--- src/rtl/pov_pkg.sv ---
package pov_pkg;

  localparam int ROT_RES   = 1024; // Angle slots per turn.
  localparam int THETA_W   = 10;
  localparam int SCAN_RATE = 32;   // Scan lines per panel half.
  localparam int RAD_W     = 5;
  localparam int NUM_ROWS  = 64;   // Pixels per column.
  localparam int RGB_RES   = 9;

  // One half of a panel column, one colour word per pixel.
  typedef logic [NUM_ROWS-1:0][RGB_RES-1:0] half_col_t;

  typedef struct packed {
    logic [RAD_W-1:0]    radius;
    logic [NUM_ROWS-1:0] column;
  } slot_t;

  typedef struct packed {
    logic               we;
    logic [THETA_W-1:0] addr;
    slot_t              data;
  } ram_req_t;

  typedef struct packed {
    slot_t arm1;
    slot_t arm0;
  } arm_pair_t;

  typedef struct packed {
    logic [RAD_W-1:0] col_num;
    half_col_t        lower; // Goes out on rgb0.
    half_col_t        upper; // Goes out on rgb1.
  } panel_col_t;

  typedef struct packed {
    logic [RGB_RES-1:0] rgb0;
    logic [RGB_RES-1:0] rgb1;
    logic [RAD_W-1:0]   addr;
    logic               sclk;
    logic               latch;
    logic               oe;
  } hub75_t;

endpackage
--- src/rtl/column_formatter.sv ---
module column_formatter
  import pov_pkg::*;
(
  input  logic       clk_in,
  input  logic       rst_in,
  input  arm_pair_t  pair,
  input  logic       pair_valid,
  input  logic       last,
  output panel_col_t col,
  output logic       col_valid
);

  typedef enum logic [1:0] {
    IDLE,
    COL0,
    COL1
  } fmt_state_t;

  fmt_state_t state;
  arm_pair_t  held;
  arm_pair_t  cur_pair;

  // Each on bit becomes a full-scale colour word.
  function automatic half_col_t widen(input logic [NUM_ROWS-1:0] bits);
    half_col_t words;
    for (int i = 0; i < NUM_ROWS; i++) begin
      words[i] = {RGB_RES{bits[i]}};
    end
    return words;
  endfunction

  // Take a pair arriving on the same cycle as last.
  assign cur_pair = pair_valid ? pair : held;

  always_ff @(posedge clk_in) begin
    if (rst_in) begin
      state     <= IDLE;
      col_valid <= 1'b0;
    end else begin
      col_valid <= 1'b0;
      case (state)
        IDLE: begin
          if (last) begin
            state     <= COL0;
            col_valid <= 1'b1;
          end
        end
        COL0: begin
          if (last) begin
            state     <= COL1;
            col_valid <= 1'b1;
          end
        end
        COL1:    state <= IDLE;
        default: state <= IDLE;
      endcase
    end
  end

  always_ff @(posedge clk_in) begin
    if (state == IDLE) begin
      held <= cur_pair;
      if (last) begin
        col.col_num <= cur_pair.arm0.radius; // Arm 0 on the upper half.
        col.lower   <= '0;
        col.upper   <= widen(cur_pair.arm0.column);
      end
    end else if ((state == COL0) && last) begin
      // Arm 1 points the other way, so its radius is mirrored.
      col.col_num <= RAD_W'(SCAN_RATE - 1) - held.arm1.radius;
      col.lower   <= widen(held.arm1.column);
      col.upper   <= '0;
    end
  end

endmodule

--- config.mk ---
export PLATFORM = sky130hd
export DESIGN_NAME = column_formatter
export DESIGN_NICKNAME = d
export VERILOG_FILES = /design/src/rtl/pov_pkg.sv /design/src/rtl/column_formatter.sv
export SDC_FILE = /design/constraint.sdc
export NUM_CORES = 1
export LEC_CHECK = 0
export BUFFER_PORTS_ARGS = -buffer_cell sky130_fd_sc_hd__buf_4
export CORE_AREA = 2 2 502 504
export CTS_CLUSTER_SIZE = 24
export DETAILED_ROUTE_END_ITERATION = 16
export DIE_AREA = 0 0 504 506
export PLACE_DENSITY = 0.3
export SETUP_SLACK_MARGIN = 0.3
export SYNTH_ARGS = -nofsm -noshare
export SYNTH_HDL_FRONTEND = slang
export SYNTH_SLANG_ARGS = --single-unit
--- constraint.sdc ---
create_clock -name clk_in -period 9.45 [get_ports clk_in]
set_clock_uncertainty 0.15 [all_clocks]
set_input_delay 0 -clock clk_in [delete_from_list [all_inputs] [get_ports clk_in]]
set_output_delay 0 -clock clk_in [all_outputs]
set_load 0.01 [all_outputs]
== Word level (Yosys, flattened, before mapping) ==
Cells that the tools add are included.
Operators by class
  equal/unequal tests: 3
  add/subtract/negate cells: 1
  muxes and demuxes: 8
  reductions and logical operators: 8
  bitwise logic cells: 1
Operators by type and width (count)
  $mux 1157: 3
  $mux 69: 1
  $reduce_and 2->1: 3
  $sub 5x5->5 const A: 1
  $mux 2: 2
  $ne 2x2->1 const B: 2
  $pmux 2 s2: 1
  $reduce_or 2->1: 2
  $eq 2x1->1 const B: 1
  $logic_not 2->1: 1
  $reduce_bool 2->1: 1
  $logic_and 1x1->1: 1
  $mux 1: 1
  $not 1->1: 1
Word-level totals
  logic and storage cells: 156
  register bits: 1298
  output and inout bits: 1158
  bits of input ports: 142

== Longest topological paths before layout ==
Gate-level depths: netlist of run 1.
  depth in word-level cells: 4
  mapped depth: 6

== Least setup slack after synthesis of run 1 ==
OpenSTA, ideal clock, no wires.
  kind: reg-to-reg
  from: reg state[1]
  to: reg col[1006] in the netlist's numbering (enable)
  arrival: 6.224 ns
  library setup time: 0.642 ns
  required time: 8.658 ns
  cell stages (with the launch flop): 2
  setup slack: 2.434 ns
  path through: dfxtp_1 -> nor2b_1
Between the ends
  word-level cells in the longest chain between the ends: 4
  elaborated cells on any way between the ends: 6
  those cells by class: 2 x eq/ne; 4 x reduce/logical
RTL lines
  start: declaration: line column_formatter.sv:19  | fmt_state_t state;
  start signal: assignment: line column_formatter.sv:37  | state <= IDLE;
  start signal: assignment: line column_formatter.sv:44  | state <= COL0;
  start signal: assignment: line column_formatter.sv:50  | state <= COL1;
  $eq 2x1->1: line column_formatter.sv:68  | end else if ((state == COL0) && last) begin
  $logic_and 1x1->1: line column_formatter.sv:68
  $reduce_bool 2->1 (no line)
  $reduce_and 2->1 (no line) *
  end: declaration: line column_formatter.sv:9  | output panel_col_t col,
Every way passes the cells marked *; elsewhere a longest branch is shown, timed or not.
A chain may end at the register's enable or synchronous reset.

== Worst setup path in the final report of run 1 ==
  from: reg state[1]
  to: reg held[92] in the netlist's numbering (enable)
Between the ends
  word-level cells in the longest chain between the ends: 2
RTL lines
  $logic_not 2->1: line column_formatter.sv:61  | if (state == IDLE) begin
  $reduce_and 2->1 (no line)
  end signal: assignment: line column_formatter.sv:62  | held <= cur_pair;
  end: declaration: line column_formatter.sv:20  | arm_pair_t held;
Every way passes these cells.

==> results.ini, run 1 <==
[timing]
hold_slack_ns=0.05523
fmax_mhz=304.6
slew_viol_final=0
hold_viol=0
final.setup.worst_slack_ns=6.166
rsz0062_at_grt=false
slew_headroom_pct=44.82
finalSetupViolations=0
finalSetupTns_ns=0
period_needed_ns=3.284
worst_slew_pin_slew_ns=0.8278
post-route-period-util_pct=34.75

[route]
remaining_drc_errors=0
finalWirelength_mm=74.34
vias_per_cell=2.103
wl_per_cell_um=13.63
vias=11470
drtAntennaViolNets=0
drt_pass1_iterations=5
drtIter0Drc=304

[synth]
synthXorXnorAreaFrac_pct=0.04938
synthCells=1536
avgSynthCellArea_um2=11.55
synth_compound_area_share_pct=0.3527
synthSimpleGateAreaFrac_pct=4.726
synth_flop_cell=edfxtp_1
yosysWarnings=0
synthTopCellsByArea=edfxtp_1 46%, buf_4 43%, and2_1 4.6%
synthTopCellsByCount=1024 x buf_4, 271 x edfxtp_1, 130 x and2_1, 69 x mux2_2, 11 x buf_2
yosys.area.top_type=edfxtp_1
synth_top_area_share_pct=45.88
yosys_register_bits=274
synthArstFlopShare_pct=0
ys_seq_area_share_pct=46.22
synthAdderAreaFrac_pct=0
synth.most_common_cell=buf_4
yosys.cell_types.count=16
synth_edf_count=271
synth_nets=1678
yosys-mux-area-fraction_pct=4.380
synth_top_family_by_area=buffers and inverters
netlist_area_um2=17740

[placed_design]
gp_congestion=0.6564
portBuffers=1299
dp_slack_ns=5.944
dp_hpwl_mm=60.62
post_dp_cell_area_um2=23910

[critical_path]
crit_chain=or2_4 > inv_6 > and2_4 > buf_4
worst-r2r-cell-count=4
critPathMaxStageDelay_ns=0.63
r2r_slack_ns=6.17
r2r-start=state[1]
cpMaxStageDelayCell=buf_4
r2r_end=held[92]
cp_max_fo=90
required_ns=9.53
critPathLaunchType=flip-flop
end_kind=flip-flop
arrival_ns=3.36
critPathKind=flip-flop to flip-flop

[clocking]
cts_made_buffers=39
worstSkewPairLatency_ns=0.60
holdBufCountCts=227
cts_setup_buffers=0
cts_sinks=274
clk_pin_slew_ns=0.06
cts_tree=built
cts_root_buffer=clkbuf_16
clockBufferDepth=3
htreeDepth=2
cts_resized=0

[power]
power.leakage_nw=11.37
irDropWorstVdd_uv=107.3
power_density_nw_per_um2=168.1

[hold_path]
min-delay-start=pair[75]
min_to=held[75]
holdCritPathClass=input pin to flip-flop
whs_path_depth=2

[global_routing]
antenna_found_initial=42
grt-ovfl-total=0
grt_max_degree=90
grt_pass1_wl_mm=96.17
first_global_vias=11120
track_usage_pct=5.433

[run]
cap_violations=0

[cells_and_area]
fin_area_um2=27510
drive_gt1_share_pct=68.80
finalNetCount=2204
syn_to_final_growth_pct=55.07

[floorplanning]
die_w_um=504
num_rows=184
start_util_pct=7.095
ios=1300
die_area_um2=255000
core_um2=250000
die_h_um=506

[run_status]
status=finished, final reports clean

-- stage by stage --
step / power (mW) / cells / utilization, %
floorplan: 2.659 / 1536 / -
global placement: 3.055 / 5142 / 9.562
detailed placement: 3.045 / 5142 / 9.562
CTS: 4.793 / 5441 / 10.99
global route: 4.887 / 5445 / 10.99
finish: 4.622 / 5455 / 11.00
-- area by class of cell --
class	instances	area [um^2]
Antenna cell	14	35.03
Clock buffer	44	1016
Clock inverter	28	275.3
Fill cell	28720	222500
Inverter	1	8.758
Multi-Input combinational cell	214	1699
Sequential cell	274	8198
Tap cell	3348	4189
Timing Repair Buffer	1532	12090
-- worst max-delay path: cells and delay by family (launching register included) --
family,cells,cell delay (ns)
buffers and inverters,2,1.22
and+or+nand+nor,2,0.92
DFF,1,0.40
-- power by group --
| part | total, mW | internal, mW | switching [mW] |
|---|---|---|---|
| Sequential | 1.75 | 1.52 | 0.225 |
| Clock | 1.54 | 0.890 | 0.648 |
| Combinational | 1.34 | 0.748 | 0.592 |
-- flip-flops by register name, summed over array words and instances (netlist names) --
name and flops:
col 133, col_valid 1, held 138, state 2
-- worst max-delay path by stage --
stage	start	end	slack, ns	cells past startpoint
after floorplan	state[1]	col[1006]	2.43	1
after global placement	state[1]	held[92]	5.98	4
after detailed placement	state[1]	held[92]	5.94	4
after CTS	state[1]	held[76]	5.91	4
after global routing	state[1]	held[116]	5.85	4
final	state[1]	held[92]	6.17	4
-- cells in the final DEF, fill, tap and decap left out, drive strengths merged --
master       synthesis  routed
nor3                 1       1
o21ai                5       5
inv                  1       5
or2                  1       1
xnor2                1       1
clkinvlp             0       2
and2               130     130
edfxtp             271     271
clkbuf               4      44
dlygate4sd3          0     227
diode                0      14
clkinv               0      18
mux2                69      69
o21a                 5       5
nor3b                1       1
bufinv               0       4
buf               1043    1305
dfxtp                3       3
nor2b                1       1
-- layer usage --
metal,routed length [um],track usage (%),vias up
li1,-,-,5038
met1,27300,5.867,5381
met2,37060,9.524,894
met3,6837,1.909,138
met4,2998,2.402,22
met5,140,0,-
-- cell families after synthesis --
group                     after synthesis
muxes                                  69
and+or+nand+nor                       134
DFF                                   274
buffers and inverters                1048
AOI/OAI and AO/OA                      10
xor gates and xnor gates                1
No activity file was read; power rests on OpenSTA's default activity.
==> run 2, diff against run 1 <==
- clock period: 9.45 -> 3.3 ns (I/O delays scaled with it)
==> run 2 against run 1 <==
  * Sequential power rose to 2.9 times the previous value
  * Utilization barely moved
  * Routed wire length down 3.3%
  * Sequential share of layout area about the same
  * Combinational power rose to 2.9 times the previous value
  * Global-route usage decreased by 0.19 points
  * Cell count shrank 0.24%
  * Critical endpoint is now held[41]
  * Largest power group unchanged
==> results.ini, run 2 (synthesized netlist as in run 1, its figures left out) <==
[run_status]
status=finished, final reports clean

[floorplanning]
die_h_um=506  ; unchanged
ios=1300  ; unchanged
die_area_um2=255000  ; unchanged
start_util_pct=7.095  ; unchanged
num_rows=184  ; unchanged
die_w_um=504  ; unchanged
core_um2=250000  ; unchanged

[cells_and_area]
largestRegisters=held x138, col x133, state x2
syn_to_final_growth_pct=54.87
finalNetCount=2204  ; unchanged
post-route-util_pct=10.99  ; -0.014 points
largest_reg_flops=138  ; unchanged
mostFrequentLayoutCells=1312 x buf_4, 271 x edfxtp_1, 209 x dlygate4sd3_1
drive_gt1_share_pct=69.44  ; +0.64 points
layout_commonest_cell=buf_4
largest_register=held

[critical_path]
required_ns=3.39  ; -6.14 ns
worst_path_most_repeated_cell=buf_12
cpMaxStageDelayCell=dfxtp_1
arrival_ns=2.09  ; -1.27 ns
critPathMaxStageDelay_ns=0.39  ; -0.24 ns
crit_chain=or2_4 > inv_6 > buf_12 > buf_12
end_kind=flip-flop
critPathLaunchType=flip-flop
critPathKind=flip-flop to flip-flop
cp_max_fo=81  ; -10%

[clocking]
cts_sinks=274  ; unchanged
cts_root_buffer=clkbuf_16
cts_setup_buffers=0  ; unchanged
clockBufferDepth=3  ; unchanged
htreeDepth=2  ; unchanged
cts_made_buffers=40  ; +2.6%
cts_tree=built
worstSkewPairLatency_ns=0.63  ; +0.03 ns
clk_pin_slew_ns=0.06  ; about the same

[power]
pwr-share-clk_pct=32.3  ; -1.0 points
power_density_nw_per_um2=476.4  ; +180%
switchingPower_mw=4.147  ; +180%
power_frac_seq_pct=38.4  ; +0.6 points
irDropWorstVdd_uv=290.8  ; +170%
comb_power_share_pct=29.4  ; +0.4 points
cellInternalPower_mw=8.942  ; +180%
power.leakage_nw=11.38  ; +0.10%
swShare_pct=31.68  ; about the same

[route]
wl_per_cell_um=13.21  ; -3.0%
vias_per_cell=2.095  ; -0.38%
drtIter0Drc=284  ; -6.6%
remaining_drc_errors=0  ; unchanged
drt_pass1_iterations=4  ; -1
vias=11400  ; -0.62%
drtAntennaViolNets=0  ; unchanged
finalWirelength_mm=71.90  ; -3.3%

[hold_path]
holdCritPathClass=input pin to flip-flop

[placed_design]
gp_congestion=0.6826  ; +4.0%
dp_hpwl_mm=59.23  ; -2.3%
portBuffers=1299  ; unchanged

[timing]
hold_viol=0  ; unchanged
period_needed_ns=2.002  ; -1.281 ns
finalSetupViolations=0  ; unchanged
slew_headroom_pct=41.79  ; -3.0 points
fmax_mhz=499.5  ; +64%
worst_slew_pin_slew_ns=0.8731  ; +0.04535 ns
rsz0062_at_grt=false
finalSetupTns_ns=0  ; unchanged
post-route-period-util_pct=60.67  ; +26 points
slew_viol_final=0  ; unchanged

[global_routing]
first_global_vias=11220  ; +0.86%
grt_max_degree=82  ; -8.9%
antenna_found_initial=30  ; -29%
track_usage_pct=5.242  ; -0.19 points
grt_pass1_wl_mm=93.22  ; -3.1%
grt-ovfl-total=0  ; unchanged

[run]
cap_violations=0  ; unchanged

## run 2: cell count changes in the layout (fill, tap and decap cells not counted), sizes merged
cell	delta
bufinv	-2
clkinv	-9
clkbuf	+6
clkinvlp	-1
dlygate4sd3	-18
buf	+17
inv	+2
diode	-8
## run 2: area by class of cell
class	count	area, um^2
antenna	6	15.01
inverter	1	8.758
tap	3348	4189
multi-input combinational	214	1699
fill	28730	222500
timing repair buffer	1531	12140
clock buffer	50	1060
sequential	274	8198
clock inverter	18	160.2
## run 2: what timing repair did
action,CTS,global route
hold endpoints to repair,269,0
resized for setup,0,0
hold buffers,209,0
## run 2: worst paths after layout
check / from / to / slack, ns / cells after the start
worst max-delay path: state[1] / held[41] / 1.30 / 4
worst min-delay path: pair_valid / held[104] / 0.02 / 2
worst max register to register: state[1] / held[41] / 1.30 / 4
worst min register to register: held[114] / col[988] / 0.37 / 1
## run 2: metrics by stage
step | setup slack [ns] | total power, mW | cell area, um^2 | std cells | hold WS [ns]
finish | 1.298 | 13.09 | 27470 | 5442 | 0.01770
global route | 1.166 | 13.82 | 27460 | 5437 | 0.01588
CTS | 1.091 | 13.54 | 27460 | 5436 | 0.004201
detailed placement | 1.249 | 8.800 | 24140 | 5159 | 0.03002
global placement | 1.261 | 8.833 | 24140 | 5159 | 0.02919
floorplan | 0.3592 | 7.599 | 17750 | 1536 | -0.07339
## run 2: power by group through the flow
stage          clock network, mW  logic [mW]  registers (mW)
5_1_grt                     4.63        4.10            5.10
3_3_place_gp                   0        3.72            5.11
4_1_cts                     4.55        3.94            5.06
2_1_floorplan                  0        2.77            4.83
3_5_place_dp                   0        3.68            5.11
6_report                    4.22        3.84            5.02
## run 2: metal layers
layer / vias to the layer above / GRT usage [%] / part of all wire [%]
li1: 5026 / - / -
met1: 5357 / 5.673 / 37
met2: 878 / 9.104 / 49
met3: 127 / 1.904 / 9.2
met4: 14 / 2.365 / 4.1
met5: - / 0 / 0.13
## run 2: critical path, delay by kind of cell, from the launching register on
kind	cells	cell delay [ns]
buffers and inverters	3	0.59
flip-flops	1	0.39
AND/OR/NAND/NOR	1	0.32
==> run 3, diff against run 2 <==
- CORE_AREA: 2 2 502 504 -> 2 2 513 515
- DIE_AREA: 0 0 504 506 -> 0 0 515 517
- clock period: 3.3 -> 1.65 ns (I/O delays scaled with it)
==> run 3 against run 2 <==
  * Non-clock buffer count rose by 145
  * Sequential power rose by 83%
  * Clock-buffer cell count fell by 8
  * Combinational power rose to 2.7 times the previous value
  * Utilization rose by 0.88 points
  * Cell count rose by 4.1%
  * Via count rose by 5.6%
  * Cell area rose by 13%
  * Critical endpoint is now held[81]
  * Largest power group is now combinational logic
==> results.ini, run 3 (synthesized netlist as in run 1, its figures left out) <==
[run_status]
status=finished, final reports clean

[placed_design]
portBuffers=1299  ; unchanged
dp_slack_ns=0.03541  ; -1.214 ns
gp_congestion=0.6462  ; -5.3%
dp_hpwl_mm=63.27  ; +6.8%

[timing]
slew_viol_final=0  ; unchanged
post-route-period-util_pct=99.60  ; +39 points
fmax_mhz=608.5  ; +22%
worst_slew_pin_slew_ns=0.4167  ; -0.4564 ns
slew_headroom_pct=72.22  ; +30 points
rsz0062_at_grt=true
finalSetupViolations=0  ; unchanged
hold_viol=0  ; unchanged
period_needed_ns=1.643  ; -0.3587 ns
hold_slack_ns=0.1067  ; +0.08897 ns
final.setup.worst_slack_ns=0.006551  ; -1.291 ns

[cells_and_area]
layout_commonest_cell=buf_4
fill_cells=29710  ; +3.4%
largest_reg_flops=138  ; unchanged
mostFrequentLayoutCells=1097 x buf_4, 271 x edfxtp_1, 268 x buf_6
syn_to_final_growth_pct=74.63
finalNetCount=2347  ; +6.5%
largestRegisters=held x138, col x133, state x2
post-route-util_pct=11.86  ; +0.88 points
drive_gt1_share_pct=72.04  ; +2.6 points
largest_register=held

[clocking]
worstSkewPairLatency_ns=0.62  ; about the same
cts_tree=built
cts_sinks=274  ; unchanged
htreeDepth=2  ; unchanged
clk_pin_slew_ns=0.06  ; about the same
clockBufferDepth=3  ; unchanged
cts_made_buffers=38  ; -5.0%
cts_root_buffer=clkbuf_16

[critical_path]
critPathKind=flip-flop to flip-flop
required_ns=1.81  ; -1.58 ns
arrival_ns=1.81  ; -0.28 ns
critPathLaunchType=flip-flop
cp_max_fo=8  ; -90%
end_kind=flip-flop

[hold_path]
holdCritPathClass=input pin to flip-flop

[floorplanning]
die_area_um2=266300  ; +4.4%
ios=1300  ; unchanged
num_rows=188  ; +2.2%
core_um2=261100  ; +4.4%
start_util_pct=6.794  ; -0.30 points
die_h_um=517  ; +2.2%
die_w_um=515  ; +2.2%

[power]
power_frac_seq_pct=32.6  ; -5.8 points
irDropWorstVdd_uv=515.0  ; +77%
swShare_pct=31.23  ; -0.45 points
power.leakage_nw=12.88  ; +13%
cellInternalPower_mw=19.33  ; +120%
switchingPower_mw=8.780  ; +110%
finalPower_mw=28.11  ; +110%
power_density_nw_per_um2=907.5  ; +90%
comb_power_share_pct=36.7  ; +7.3 points
pwr-share-clk_pct=30.6  ; -1.7 points

[route]
wl_met2_mm=39.65  ; +12%
drtIter0Drc=358  ; +26%
met1_length_mm=30.86  ; +16%
top_layer_used=met5
drt_pass1_iterations=4  ; unchanged
wl_per_cell_um=14.24  ; +7.8%
remaining_drc_errors=0  ; unchanged
vias_per_cell=2.126  ; +1.5%
met3_length_mm=6.927  ; +4.6%
vias=12040  ; +5.6%
finalWirelength_mm=80.64  ; +12%
drtAntennaViolNets=0  ; unchanged

[global_routing]
grt-ovfl-total=0  ; unchanged
antenna_found_initial=40  ; +33%
first_global_vias=10650  ; -5.1%
track_usage_pct=5.221  ; -0.021 points
grt_pass1_wl_mm=93.54  ; +0.35%
grt_max_degree=40  ; -51%

[run]
cap_violations=0  ; unchanged

[run 3: worst paths after layout]
path                            depth (start not counted)  startpoint        to  slack, ns
worst max-delay path                                    5    state[0]  held[81]      0.007
worst min-delay path                                    3    pair[52]  held[52]       0.11
worst max register to register                          5    state[0]  held[81]      0.007
worst min register to register                          1    held[98]  col[844]       0.36
[run 3: area by class of cell]
| type | instances | area, um^2 | share of cell area, % |
|---|---|---|---|
| multi-input combinational | 214 | 1699 | 5.485 |
| clock buffer | 42 | 987.2 | 3.187 |
| timing repair buffer | 1676 | 15500 | 50.05 |
| antenna | 11 | 27.53 | 0.08886 |
| sequential | 274 | 8200 | 26.47 |
| clock inverter | 25 | 270.3 | 0.8724 |
| inverter | 1 | 8.758 | 0.02827 |
| tap | 3420 | 4279 | 13.81 |
[run 3: per-stage QoR]
step,area [um^2],setup TNS [ns],std cells
after floorplan,17820,-191.60,1536
after global placement,24540,0,5259
after detailed placement,24540,0,5259
after CTS,29430,-0.4953,5595
after global routing,30960,-1.235,5658
final,30980,0,5663
[run 3: routing by layer]
| layer | up-vias | global-route usage (%) |
|---|---|---|
| li1 | 5323 | - |
| met1 | 5672 | 5.794 |
| met2 | 875 | 9.040 |
| met3 | 136 | 1.696 |
| met4 | 32 | 2.344 |
| met5 | - | 0 |
[run 3: what timing repair did]
| item | in CTS | in global routing |
|---|---|---|
| gates cloned | 0 | 17 |
| buffers inserted | 66 | 40 |
| endpoints found under the hold margin | 330 | 0 |
| pin swaps | 0 | 1 |
| setup endpoints to repair | 1559 | 1561 |
| resized for setup | 101 | 230 |
| hold buffers | 203 | 0 |
[run 3: power groups by stage]
stage | Sequential, mW | Combinational, mW | Clock [mW]
floorplan | 9.64 | 5.59 | 0
global placement | 9.97 | 7.87 | 0
detailed placement | 9.97 | 7.79 | 0
CTS | 9.31 | 9.65 | 9.24
global route | 9.28 | 11.0 | 9.43
finish | 9.17 | 10.3 | 8.61
[run 3: critical path, cell delays in order (launching register included)]
cell and delay [ns]:
dfxtp_2 0.32, or2_4 0.27, inv_6 0.08, and2_4 0.19, buf_12 0.15, clkbuf_16 0.16
