## src/rtl/pov_pkg.sv

```systemverilog
package pov_pkg;

  localparam int ROT_RES   = 1024; // Angle slots per turn.
  localparam int THETA_W   = 10;
  localparam int SCAN_RATE = 32;   // Scan lines per panel half.
  localparam int RAD_W     = 5;
  localparam int NUM_ROWS  = 64;   // Pixels per column.
  localparam int RGB_RES   = 9;

  // One half of a panel column, one colour word per pixel.
  typedef logic [NUM_ROWS-1:0][RGB_RES-1:0] half_col_t;

  typedef struct packed {
    logic [RAD_W-1:0]    radius;
    logic [NUM_ROWS-1:0] column;
  } slot_t;

  typedef struct packed {
    logic               we;
    logic [THETA_W-1:0] addr;
    slot_t              data;
  } ram_req_t;

  typedef struct packed {
    slot_t arm1;
    slot_t arm0;
  } arm_pair_t;

  typedef struct packed {
    logic [RAD_W-1:0] col_num;
    half_col_t        lower; // Goes out on rgb0.
    half_col_t        upper; // Goes out on rgb1.
  } panel_col_t;

  typedef struct packed {
    logic [RGB_RES-1:0] rgb0;
    logic [RGB_RES-1:0] rgb1;
    logic [RAD_W-1:0]   addr;
    logic               sclk;
    logic               latch;
    logic               oe;
  } hub75_t;

endpackage
```

## src/rtl/column_fetcher.sv

```systemverilog
module column_fetcher
  import pov_pkg::*;
(
  input  logic               clk_in,
  input  logic               rst_in,
  input  logic [THETA_W-1:0] theta,
  input  logic               gnt,
  input  slot_t              rd_slot,
  output logic               req,
  output ram_req_t           cmd,
  output arm_pair_t          pair,
  output logic               pair_valid
);

  typedef enum logic [1:0] {
    F_IDLE,
    F_RD1,
    F_WAIT
  } fetch_state_t;

  fetch_state_t       state;
  logic [THETA_W-1:0] theta_q;
  logic [THETA_W-1:0] last_theta;
  logic               primed;   // A fetch has run since reset.
  logic               changed;
  logic               rd_pend;  // RAM data belongs to us this cycle.
  logic               rd_sel;   // Which arm the next return fills.

  assign changed = !primed || (theta_q != last_theta);

  // Fetcher has top priority, so every request cycle is granted.
  always_comb begin
    req      = ((state == F_IDLE) && changed) || (state == F_RD1);
    cmd.we   = 1'b0;
    cmd.data = '0;
    if (state == F_RD1) begin
      cmd.addr = last_theta + THETA_W'(ROT_RES / 2); // Wraps mod ROT_RES.
    end else begin
      cmd.addr = theta_q;
    end
  end

  always_ff @(posedge clk_in) begin
    theta_q <= theta;
  end

  always_ff @(posedge clk_in) begin
    if (rst_in) begin
      state      <= F_IDLE;
      last_theta <= '0;
      primed     <= 1'b0;
      rd_pend    <= 1'b0;
      rd_sel     <= 1'b0;
      pair_valid <= 1'b0;
    end else begin
      pair_valid <= 1'b0;
      rd_pend    <= gnt;
      case (state)
        F_IDLE: begin
          if (changed) begin
            last_theta <= theta_q;
            primed     <= 1'b1;
            state      <= F_RD1;
          end
        end
        F_RD1:   state <= F_WAIT;
        F_WAIT: begin
          if (rd_pend && rd_sel) begin
            state <= F_IDLE; // New theta is checked again here.
          end
        end
        default: state <= F_IDLE;
      endcase
      if (rd_pend) begin
        rd_sel     <= !rd_sel;
        pair_valid <= rd_sel;
      end
    end
  end

  always_ff @(posedge clk_in) begin
    if (rd_pend && !rd_sel) begin
      pair.arm0 <= rd_slot;
    end
    if (rd_pend && rd_sel) begin
      pair.arm1 <= rd_slot;
    end
  end

endmodule

```

## config.mk

```make
export PLATFORM = sky130hd
export DESIGN_NAME = column_fetcher
export DESIGN_NICKNAME = d
export VERILOG_FILES = /design/src/rtl/pov_pkg.sv /design/src/rtl/column_fetcher.sv
export SDC_FILE = /design/constraint.sdc
export NUM_CORES = 1
export LEC_CHECK = 0
export BUFFER_PORTS_ARGS = -buffer_cell sky130_fd_sc_hd__buf_2
export CORE_MARGIN = 2
export CORE_UTILIZATION = 30
export CTS_BUF_LIST = sky130_fd_sc_hd__clkbuf_2 sky130_fd_sc_hd__clkbuf_4 sky130_fd_sc_hd__clkbuf_8
export CTS_CLUSTER_DIAMETER = 80
export DETAILED_ROUTE_END_ITERATION = 8
export GPL_TIMING_DRIVEN = 0
export PLACE_DENSITY = 0.63
export RECOVER_POWER = 25
export SLEW_MARGIN = 20
export SYNTH_ARGS = -nofsm -noshare
export SYNTH_HDL_FRONTEND = slang
export SYNTH_SLANG_ARGS = --single-unit
```

## constraint.sdc

```tcl
create_clock -name clk_in -period 4.4 [get_ports clk_in]
set_clock_uncertainty 0.15 [all_clocks]
set_input_delay 0.66 -clock clk_in [delete_from_list [all_inputs] [get_ports clk_in]]
set_output_delay 0.66 -clock clk_in [all_outputs]
set_load 0.02 [all_outputs]
```

* Word-level counts from Yosys, hierarchy flattened
Cells that the tools add are included.
W data, S select, Z words.
** Word-level totals
- Register bits :: 164
- Latch bits :: 0
- Memory bits (writable) :: 0
- Bits in read-only memories :: 0
- Input port bits :: 82
- Output and inout port bits :: 220
- Logic and storage cells :: 33
- Memories :: 0
** Cells by class
- Add/subtract/negate cells :: 1
- $mul :: 0
- Div/mod/pow operators :: 0
- Magnitude comparators :: 0
- Equality and inequality tests :: 5
- Shift operators :: 0
- Muxes and demuxes :: 4
- Bitwise logic cells :: 1
- Reduce and logical (&&, ||, !) cells :: 11
** Operators with widths (number)
- $add A10 B10 Y10 const B :: 1
- $mux W10 :: 1
- $ne A10 B10 Y1 :: 1
- $pmux W2 S3 :: 1
- $mux W2 :: 2
- $ne A2 B2 Y1 const B :: 2
- $reduce_and A2 Y1 :: 2
- $logic_and A1 B1 Y1 :: 3
- $eq A2 B1 Y1 const B :: 1
- $eq A2 B2 Y1 const B :: 1
- $logic_not A1 Y1 :: 2
- $logic_not A2 Y1 :: 1
- $logic_or A1 B1 Y1 :: 2
- $reduce_or A2 Y1 :: 1
- $not A1 Y1 :: 1

* Longest topological paths before layout
Gate-level depths: netlist (run 1).
- Depth in word-level cells :: 4
- Gate-level depth with buffers :: 5
- Mapped depth without buffers :: 4

* Worst setup path before layout (run 1)
Ideal clock, no wire load.
- Kind :: reg2reg
- Start :: register rd_pend
- End :: register pair[0] in the netlist's numbering, enable pin
- Arrival time :: 3.425 ns
- Required time :: 3.745 ns
- Path slack :: 0.320 ns
- Cell stages (with the launch flop) :: 2
- Path buffers :: 0
- Period minus slack after synthesis :: 4.080 ns
- Path through :: dfxtp_1 -> nor2b_1
** On the way
- Longest elaborated chain between the ends :: 1
** Ends and longest elaborated chain
- start: declaration :: line column_fetcher.sv:26 : logic rd_pend;
- start signal: assignment :: line column_fetcher.sv:57 : rd_pend <= gnt;
- $logic_and A1 B1 Y1 :: line column_fetcher.sv:82 : if (rd_pend && !rd_sel) begin
- end: declaration :: line column_fetcher.sv:11 : output arm_pair_t pair,
Every way passes these cells.
A chain may end at the register's enable or synchronous reset.

==> results of run 1 <==
==> cell families (layout without fill, tap and decap cells) <==
| kind of cell | Yosys count | after routing | share of synthesized area (%) |
|---|---|---|---|
| other | 1 | 70 | 0.0648 |
| AO/OA/AOI/OAI | 19 | 19 | 2.03 |
| buffers and inverters | 80 | 347 | 9.77 |
| flip-flops | 164 | 164 | 80.6 |
| XOR/XNOR | 11 | 11 | 1.66 |
| AND/OR/NAND/NOR | 49 | 49 | 4.17 |
| multiplexers | 9 | 9 | 1.75 |
==> area by class of cell <==
cell class,instances,area share (%)
plain buffers,77,6.91
clock buffers,18,3.01
multi-input cells,158,10.3
flip-flops and latches,164,58.2
well taps,260,4.06
inverters,3,0.172
repair buffers,235,15.4
clock inverters,14,1.94
==> sequential cells by signal (all words and copies together) (netlist names) <==
| name | count |
|---|---|
| state | 2 |
| theta_q | 10 |
| rd_sel | 1 |
| primed | 1 |
| pair | 138 |
| last_theta | 10 |
| rd_pend | 1 |
| pair_valid | 1 |
==> routing by layer <==
layer	routed length [microns]	share of wire, %	vias to the layer above	GRT usage (%)
li1	-	-	1724	-
met1	4630	38	1609	12.3
met2	6470	52	189	20.4
met3	1080	8.8	12	4.19
met4	149	1.2	0	4.53
met5	0	0	-	0
==> worst register-to-register path, delay by kind of cell (launching register included) <==
family,cells,cell delay [ns]
AND/OR/NAND/NOR,2,0.70
flip-flops,1,0.34
buffers and inverters,1,0.25
XOR/XNOR,1,0.19
AO/OA/AOI/OAI,1,0.11
==> synth_stat cells <==
cell type,number
inv_1,3
clkbuf_1,5
and3_1,6
mux2_2,9
a21oi_1,6
xnor2_1,11
or4_1,6
nand4_1,2
nor2b_1,2
buf_4,70
edfxtp_1,138
o2111ai_1,6
nor3_1,2
or2_2,1
o21ai_0,7
nor2_1,5
nand2_1,22
nand2b_1,1
dfxtp_1,26
nand3_1,2
buf_2,2
conb_1,1
==> metrics by stage <==
stage | instances | setup TNS [ns] | hold WS, ns | utilization (%) | worst slack, ns
floorplan | 402 | 0 | 0.290 | - | 0.320
global placement | 893 | -99.29 | 0.317 | 40.0 | -1.44
detailed placement | 897 | 0 | 0.315 | 40.6 | 2.03
CTS | 929 | 0 | 0.110 | 42.7 | 1.50
global route | 929 | 0 | 0.104 | 42.6 | 1.42
finish | 929 | 0 | 0.141 | 42.6 | 1.55
==> worst paths after layout <==
| path | start | endpoint | slack [ns] | cells after the start |
|---|---|---|---|---|
| setup / recovery | state[1] | cmd[76] | 1.55 | 4 |
| hold / removal | theta[6] | theta_q[6] | 0.14 | 1 |
| setup reg to reg | last_theta[2] | last_theta[4] | 2.60 | 5 |
| hold reg to reg | theta_q[9] | last_theta[9] | 0.34 | 2 |
==> power breakdown <==
group / internal [uW] / leakage [uW] / switching, uW / total (uW)
combinational: 154 / 0.00172 / 245 / 399
sequential: 1760 / 0.00148 / 30.1 / 1790
clock: 435 / 0.000202 / 623 / 1060
==> metrics.cfg, run 1 <==
[route]
routed_wl_mm = 12.3
vias = 3534
viasPerCell = 3.80
drcViolationCount = 0
wl_per_cell_microns = 13.3
drt_pass1_iterations = 4
dr.first_iter.drc_count = 150
antenna_left = 0

[floorplanning]
die_w_microns = 143
fp.coreArea_sq_um = 18800
dieArea_sq_um = 20400
io_pins = 302
rows = 50
die_h_microns = 143
initial_utilization_pct = 30.8

[final_layout]
seqCellArea_sq_um = 4660
final_cell_mix = buf_2, edfxtp_1, buf_4, conb_1, dfxtp_1
final_cell_area_sq_um = 8020
syn_to_final_growth_pct = 38.4
layout.nets = 738
final_layout_size_suffix_gt1_share_pct = 49.6
diodes = 0
final_common_cell = buf_2
multi_input_area_sq_um = 827
fillers = 1756

[clock_network]
ctsResizeCount = 0
cts.sinks = 164
cts.root.buffer_cell = clkbuf_8
htree_levels = 4
postCtsSetupBuffers = 0
cts_buffers = 17
cts_hold_buf = 0
cts_tree = yes
clockBufferDepth = 2
clock_latency_ns = 0.46
clk_pin_slew_ns = 0.10

[worst_setup_path]
criticalPathCategory = reg -> out
end_kind = output pin
cp_max_fo = 10
cpMaxStageDelayCell = clkbuf_1
start_kind = flip-flop
cp_top_family = buffers and inverters
required_ns = 3.59
crit_path_max_incr_delay_ns = 0.43
cp.arrival_ns = 2.04
path_cells = nand2b_1 -> clkbuf_1 -> mux2_2 -> buf_2
crit_buf_inv = 2

[outcome]
status = finished, final reports clean

[placement]
io_buffers = 231
hpwl_mm = 9.40
placed_cell_area_sq_um = 7640
gp_congestion = 0.772

[power_and_ir_drop]
cellPowerDensity_nw_per_um2 = 405
finalPower_uw = 3240
p_leak_uw = 0.00341
vdd_drop_max_v = 0.000171

[timing]
min_period_ns = 2.85
rsz0062_at_grt = no
max_slew_margin_pct = 64.5
finalCritPeriodShare_pct = 64.8
tightest_slew_ns = 0.531
finalMaxSlewViolations = 0
fmax_mhz = 351
setup_viol = 0
hold_viol = 0

[yosys]
synth.yosys.seq_area_share_pct = 80.6
yosysTopAreaCell = edfxtp_1
netlist_instances = 333
synth_top_area_share_pct = 71.6
synth.distinct_cells = 22
syn_area_sq_um = 5790
yosys_warnings = 0
syn_avg_cell_area_sq_um = 17.4
ys_seq_elements = 164
synth.area.top_cells = edfxtp_1, buf_4, dfxtp_1

[global_routing]
grt_overflow_total = 0
grt_pass1_wl_mm = 17.3
antenna_found_initial = 0
grt_start_max_net_pins = 51
grt_pass1_vias = 3144
grt_usage_pct = 11.4

[min_path]
hold_class = in -> reg

[run]
drv_cap = 0

(Power assumes the default switching activity.)
==> run 2, diff against run 1 <==
--- a/config.mk
+++ b/config.mk
@@ -12,7 +12,7 @@
 export CTS_CLUSTER_DIAMETER = 80
 export DETAILED_ROUTE_END_ITERATION = 8
 export GPL_TIMING_DRIVEN = 0
-export PLACE_DENSITY = 0.63
+export PLACE_DENSITY = 0.65
 export RECOVER_POWER = 25
 export SLEW_MARGIN = 20
 export SYNTH_ARGS = -nofsm -noshare
==> constraint.sdc (replaced) <==
create_clock -name clk_in -period 2.55 [get_ports clk_in]
set_clock_uncertainty 0.15 [all_clocks]
set_input_delay 0.3825 -clock clk_in [delete_from_list [all_inputs] [get_ports clk_in]]
set_output_delay 0.3825 -clock clk_in [all_outputs]
set_load 0.02 [all_outputs]
==> run 2 against run 1 <==
  * Routed wire length grew 7.5%
  * Utilization rose by 4.2 points
  * Critical endpoint unchanged
  * Clock power up 67%
  * Power is 74% higher
  * Highest routed layer is now met5
==> metrics.cfg, run 2 (synthesized netlist as in run 1, its figures left out) <==
[outcome]
status = finished, final reports clean

[power_and_ir_drop]
vdd_drop_max_v = 0.000289  ; +69%
p_leak_uw = 0.00368  ; +8.0%
cellPowerDensity_nw_per_um2 = 642  ; +59%

[clock_network]
cts.sinks = 164  ; unchanged
clock_latency_ns = 0.44  ; -0.02 ns
cts_tree = yes
postCtsSetupBuffers = 0  ; unchanged
cts_buffers = 17  ; unchanged
cts.root.buffer_cell = clkbuf_8
clk_pin_slew_ns = 0.10  ; about the same
htree_levels = 4  ; unchanged
clockBufferDepth = 2  ; unchanged

[timing]
setup_viol = 0  ; unchanged
rsz0062_at_grt = no
finalSetupTns_ns = 0  ; unchanged
whs_ns = 0.149  ; +0.00786 ns
fmax_mhz = 411
min_period_ns = 2.43
finalMaxSlewViolations = 0  ; unchanged
finalCritPeriodShare_pct = 95.5
hold_viol = 0  ; unchanged

[global_routing]
grt_start_max_net_pins = 45  ; -12%
grt_pass1_wl_mm = 19.3  ; +11%
grt_usage_pct = 12.6  ; +1.2 points
grt_pass1_vias = 3740  ; +19%
grt_overflow_total = 0  ; unchanged
antenna_found_initial = 1  ; +1

[floorplanning]
die_w_microns = 143  ; unchanged
die_h_microns = 143  ; unchanged
rows = 50  ; unchanged
fp.coreArea_sq_um = 18800  ; unchanged
initial_utilization_pct = 30.8  ; unchanged
dieArea_sq_um = 20400  ; unchanged
io_pins = 302  ; unchanged

[placement]
hpwl_mm = 9.54  ; +1.5%
io_buffers = 231  ; unchanged
gp_congestion = 0.783  ; +1.5%
placed_cell_area_sq_um = 7650  ; about the same

[route]
viasPerCell = 3.81  ; +0.25%
wl_per_cell_microns = 13.1  ; -1.0%
dr.first_iter.drc_count = 131  ; -13%
drt_pass1_iterations = 5  ; +1
antenna_left = 0  ; unchanged
drcViolationCount = 0  ; unchanged
vias = 3848  ; +8.9%
routed_wl_mm = 13.2  ; +7.5%

[worst_setup_path]
cp.arrival_ns = 1.90  ; -0.14 ns
cp_max_fo = 10  ; unchanged
required_ns = 2.02  ; -1.57 ns
criticalPathCategory = reg -> out
start_kind = flip-flop
end_kind = output pin

[final_layout]
final_core_util_pct = 46.7  ; +4.2 points
syn_to_final_growth_pct = 51.9
layout.nets = 818  ; +11%
final_cell_mix = buf_2, edfxtp_1, dlygate4sd3_1
final_layout_size_suffix_gt1_share_pct = 42.3  ; -7.3 points
final_cell_area_sq_um = 8800  ; +9.8%
largest_reg_flops = 138  ; unchanged
final_common_cell = buf_2
largest_registers = pair (138), last_theta (10), theta_q (10)
diodes = 0  ; unchanged
top_register = pair

[run]
drv_cap = 0  ; unchanged

[min_path]
hold_class = in -> reg

[run 2: metrics by stage]
step           total power, uW  std cells  setup slack, ns
2_1_floorplan             3600        402            0.136
3_3_place_gp              3820        893           -0.697
3_5_place_dp              3840        897            0.401
4_1_cts                   5730       1009           0.0395
5_1_grt                   5890       1009          0.00943
6_report                  5650       1009            0.116
[run 2: layout make-up]
class / count / area, sq um
Multi-Input combinational cell: 158 / 832
Clock inverter: 14 / 141
Buffer: 77 / 559
Inverter: 3 / 13.8
Clock buffer: 18 / 241
Fill cell: 1656 / 10000
Sequential cell: 164 / 4660
Tap cell: 260 / 325
Timing Repair Buffer: 315 / 2020
[run 2: timing repair]
item | CTS | global route
pin swaps | 0 | 1
hold endpoints to repair | 149 | 0
setup endpoints to repair | 7 | 6
gates resized for setup | 1 | 6
hold buffers | 80 | 0
[run 2: final timing paths]
path | start | endpoint | slack (ns) | cells after the start
worst max-delay path | state[1] | cmd[76] | 0.12 | 4
worst min-delay path | rst_in | last_theta[0] | 0.15 | 4
worst max register to register | last_theta[4] | last_theta[5] | 0.78 | 5
worst min register to register | last_theta[6] | last_theta[6] | 0.34 | 2
[run 2: power breakdown]
part / internal (uW) / switching, uW / total [uW]
registers: 3030 / 52.7 / 3080
clock network: 733 / 1040 / 1770
logic: 346 / 450 / 796
[run 2: per-layer routing]
layer  GRT usage, %  vias up  wire (microns)
met5              0        -              13
met1           13.5     1731            4870
met2           22.7      211            6940
met3           5.03       15            1260
li1               -     1889               -
met4           3.80        2             165
[run 2: worst max-delay path: stages, from the launching register on]
cell,delay (ns)
dfxtp_1,0.40
nand2b_1,0.24
buf_2,0.29
mux2_2,0.37
buf_2,0.16
==> run 3, diff against run 2 <==
--- a/config.mk
+++ b/config.mk
@@ -6,13 +6,16 @@
 export NUM_CORES = 1
 export LEC_CHECK = 0
 export BUFFER_PORTS_ARGS = -buffer_cell sky130_fd_sc_hd__buf_2
+export CELL_PAD_IN_SITES_DETAIL_PLACEMENT = 1
+export CELL_PAD_IN_SITES_GLOBAL_PLACEMENT = 1
 export CORE_MARGIN = 2
-export CORE_UTILIZATION = 30
+export CORE_UTILIZATION = 25
 export CTS_BUF_LIST = sky130_fd_sc_hd__clkbuf_2 sky130_fd_sc_hd__clkbuf_4 sky130_fd_sc_hd__clkbuf_8
 export CTS_CLUSTER_DIAMETER = 80
 export DETAILED_ROUTE_END_ITERATION = 8
 export GPL_TIMING_DRIVEN = 0
-export PLACE_DENSITY = 0.65
+export HOLD_SLACK_MARGIN = 0.08
+export PLACE_DENSITY = 0.68
 export RECOVER_POWER = 25
 export SLEW_MARGIN = 20
 export SYNTH_ARGS = -nofsm -noshare
==> run 3 against run 2 <==
  * Combinational power grew 2%
  * Clock power grew 5%
  * Worst hold slack gained 0.044 ns
  * Highest routed layer is now met4
  * Power up 2.0%
  * First-iteration DRC count rose by 15%
  * Critical path depth stayed put
  * Utilization fell by 7.7 points
  * Register-to-register slack lost 0.11 ns
==> metrics.cfg, run 3 (synthesized netlist as in run 1, its figures left out) <==
[clock_network]
htree_levels = 4  ; unchanged
cts_tree = yes
cts.sinks = 164  ; unchanged
cts.root.buffer_cell = clkbuf_8
clockBufferDepth = 2  ; unchanged
cts_buffers = 17  ; unchanged
clock_latency_ns = 0.45  ; about the same
clk_pin_slew_ns = 0.10  ; about the same

[global_routing]
grt_usage_pct = 12.7  ; +0.12 points
grt_pass1_vias = 4085  ; +9.2%
grt_start_max_net_pins = 58  ; +29%
grt_overflow_total = 0  ; unchanged
grt_pass1_wl_mm = 23.2  ; +21%
antenna_found_initial = 1  ; unchanged

[route]
routed_wl_mm = 16.1  ; +22%
viasPerCell = 3.89  ; +2.0%
antenna_left = 0  ; unchanged
vias = 4040  ; +5.0%
drt-met1-wl_mm = 6.08  ; +25%
met2_wirelength_mm = 8.53  ; +23%
dr.first_iter.drc_count = 150  ; +15%
drcViolationCount = 0  ; unchanged
routed.top_layer = met4
wl_per_cell_microns = 15.5  ; +18%
dr_wl_met3_mm = 1.30  ; +3.1%
drt_pass1_iterations = 4  ; -1

[worst_setup_path]
r2r_start = rd_pend
cp_top_family = buffers and inverters
timing.rr.end = pair[9]
rr_worst_depth = 4  ; -1
required_ns = 2.02  ; about the same
crit_buf_inv = 2  ; unchanged
start_kind = flip-flop
cpMaxStageDelayCell = dfxtp_1
path_cells = nand2b_1 -> clkbuf_2 -> mux2_2 -> buf_2
criticalPathCategory = reg -> out
cp.arrival_ns = 1.87  ; -0.03 ns
cp_max_fo = 10  ; unchanged
r2r_slack_ns = 0.67  ; -0.11 ns
crit_path_max_incr_delay_ns = 0.39  ; about the same
end_kind = output pin

[final_layout]
largest_registers = pair (138), last_theta (10), theta_q (10)
layout.nets = 822  ; +0.49%
largest_reg_flops = 138  ; unchanged
final_layout_size_suffix_gt1_share_pct = 42.0  ; -0.36 points
final_cell_area_sq_um = 8860  ; +0.71%
syn_to_final_growth_pct = 53.0
final_core_util_pct = 39.0  ; -7.7 points
final_cell_mix = buf_2, edfxtp_1, dlygate4sd3_1
top_register = pair
final_common_cell = buf_2
fillers = 2484  ; +50%

[power_and_ir_drop]
finalPower_uw = 5770  ; +2.0%
p_leak_uw = 0.00370  ; +0.45%
cellPowerDensity_nw_per_um2 = 651  ; +1.3%
vdd_drop_max_v = 0.000366  ; +27%

[floorplanning]
io_pins = 302  ; unchanged
rows = 55  ; +10%
die_h_microns = 156  ; +9.3%
dieArea_sq_um = 24400  ; +19%
die_w_microns = 156  ; +9.3%
fp.coreArea_sq_um = 22700  ; +21%
initial_utilization_pct = 25.5  ; -5.3 points

[min_path]
min_from = rst_in
hold_end = last_theta[0]
hold_class = in -> reg
worstHoldPathCells = 4  ; unchanged

[timing]
min_period_ns = 2.40  ; -0.0305 ns
tightest_slew_ns = 0.575
whs_ns = 0.193  ; +0.0435 ns
rsz0062_at_grt = no
hold_viol = 0  ; unchanged
fmax_mhz = 416  ; +1.3%
finalMaxSlewViolations = 0  ; unchanged
setup_viol = 0  ; unchanged
finalCritPeriodShare_pct = 94.3  ; -1.2 points
max_slew_margin_pct = 61.6

[placement]
placed_cell_area_sq_um = 7670  ; +0.31%
hpwl_mm = 11.7  ; +22%
gp_congestion = 0.759  ; -3.0%
io_buffers = 231  ; unchanged

[outcome]
status = finished, final reports clean

[run]
drv_cap = 0  ; unchanged

## run 3: cell type report
type,count,area [sq um],share of cell area [%]
repair buffers,320,2040,23.1
clock inverters,15,160,1.81
plain buffers,76,552,6.23
clock buffers,17,234,2.64
multi-input cells,158,832,9.39
flip-flops and latches,164,4670,52.7
well taps,285,357,4.02
inverters,3,13.8,0.155
diodes,1,2.50,0.0282
## run 3: how the worst max path moves through the flow
stage	cells past startpoint	end	from
floorplan	2	pair[100]	rd_sel
global placement	2	pair[76]	rd_sel
detailed placement	4	cmd[69]	state[1]
CTS	6	req	last_theta[7]
global route	6	req	last_theta[1]
finish	4	cmd[69]	state[1]
## run 3: worst reg2reg max path, stage by stage, from the launching register on
cell     delay [ns]
dfxtp_1        0.38
nor2b_4        0.45
buf_16         0.21
buf_12         0.20
buf_16         0.20
## run 3: metrics by stage
stage          TNS, ns  cells  setup WS [ns]
6_report             0   1039          0.147
2_1_floorplan        0    402          0.136
5_1_grt              0   1039        0.00701
4_1_cts              0   1034         0.0675
3_3_place_gp    -58.28    918         -0.769
3_5_place_dp         0    922          0.395
## run 3: repair_timing
action / 4_1_cts / 5_1_grt
pin swaps: 0 / 1
hold buffers: 80 / 0
setup endpoints to repair: 8 / 1
gates resized for setup: 2 / 1
hold endpoints to repair: 149 / 0
buffers inserted: 0 / 5
## run 3: report_power, final
part | leakage (uW) | internal [uW] | switching, uW
sequential | 0.00149 | 3030 | 58.7
combinational | 0.00202 | 348 | 466
clock | 0.000197 | 740 | 1120
total | 0.00370 | 4120 | 1650
## run 3: metal layers
| metal | GRT usage, % | up-vias |
|---|---|---|
| met5 | 0 | - |
| met4 | 3.98 | 0 |
| met3 | 4.25 | 16 |
| met2 | 23.9 | 204 |
| met1 | 13.4 | 1925 |
| li1 | - | 1895 |
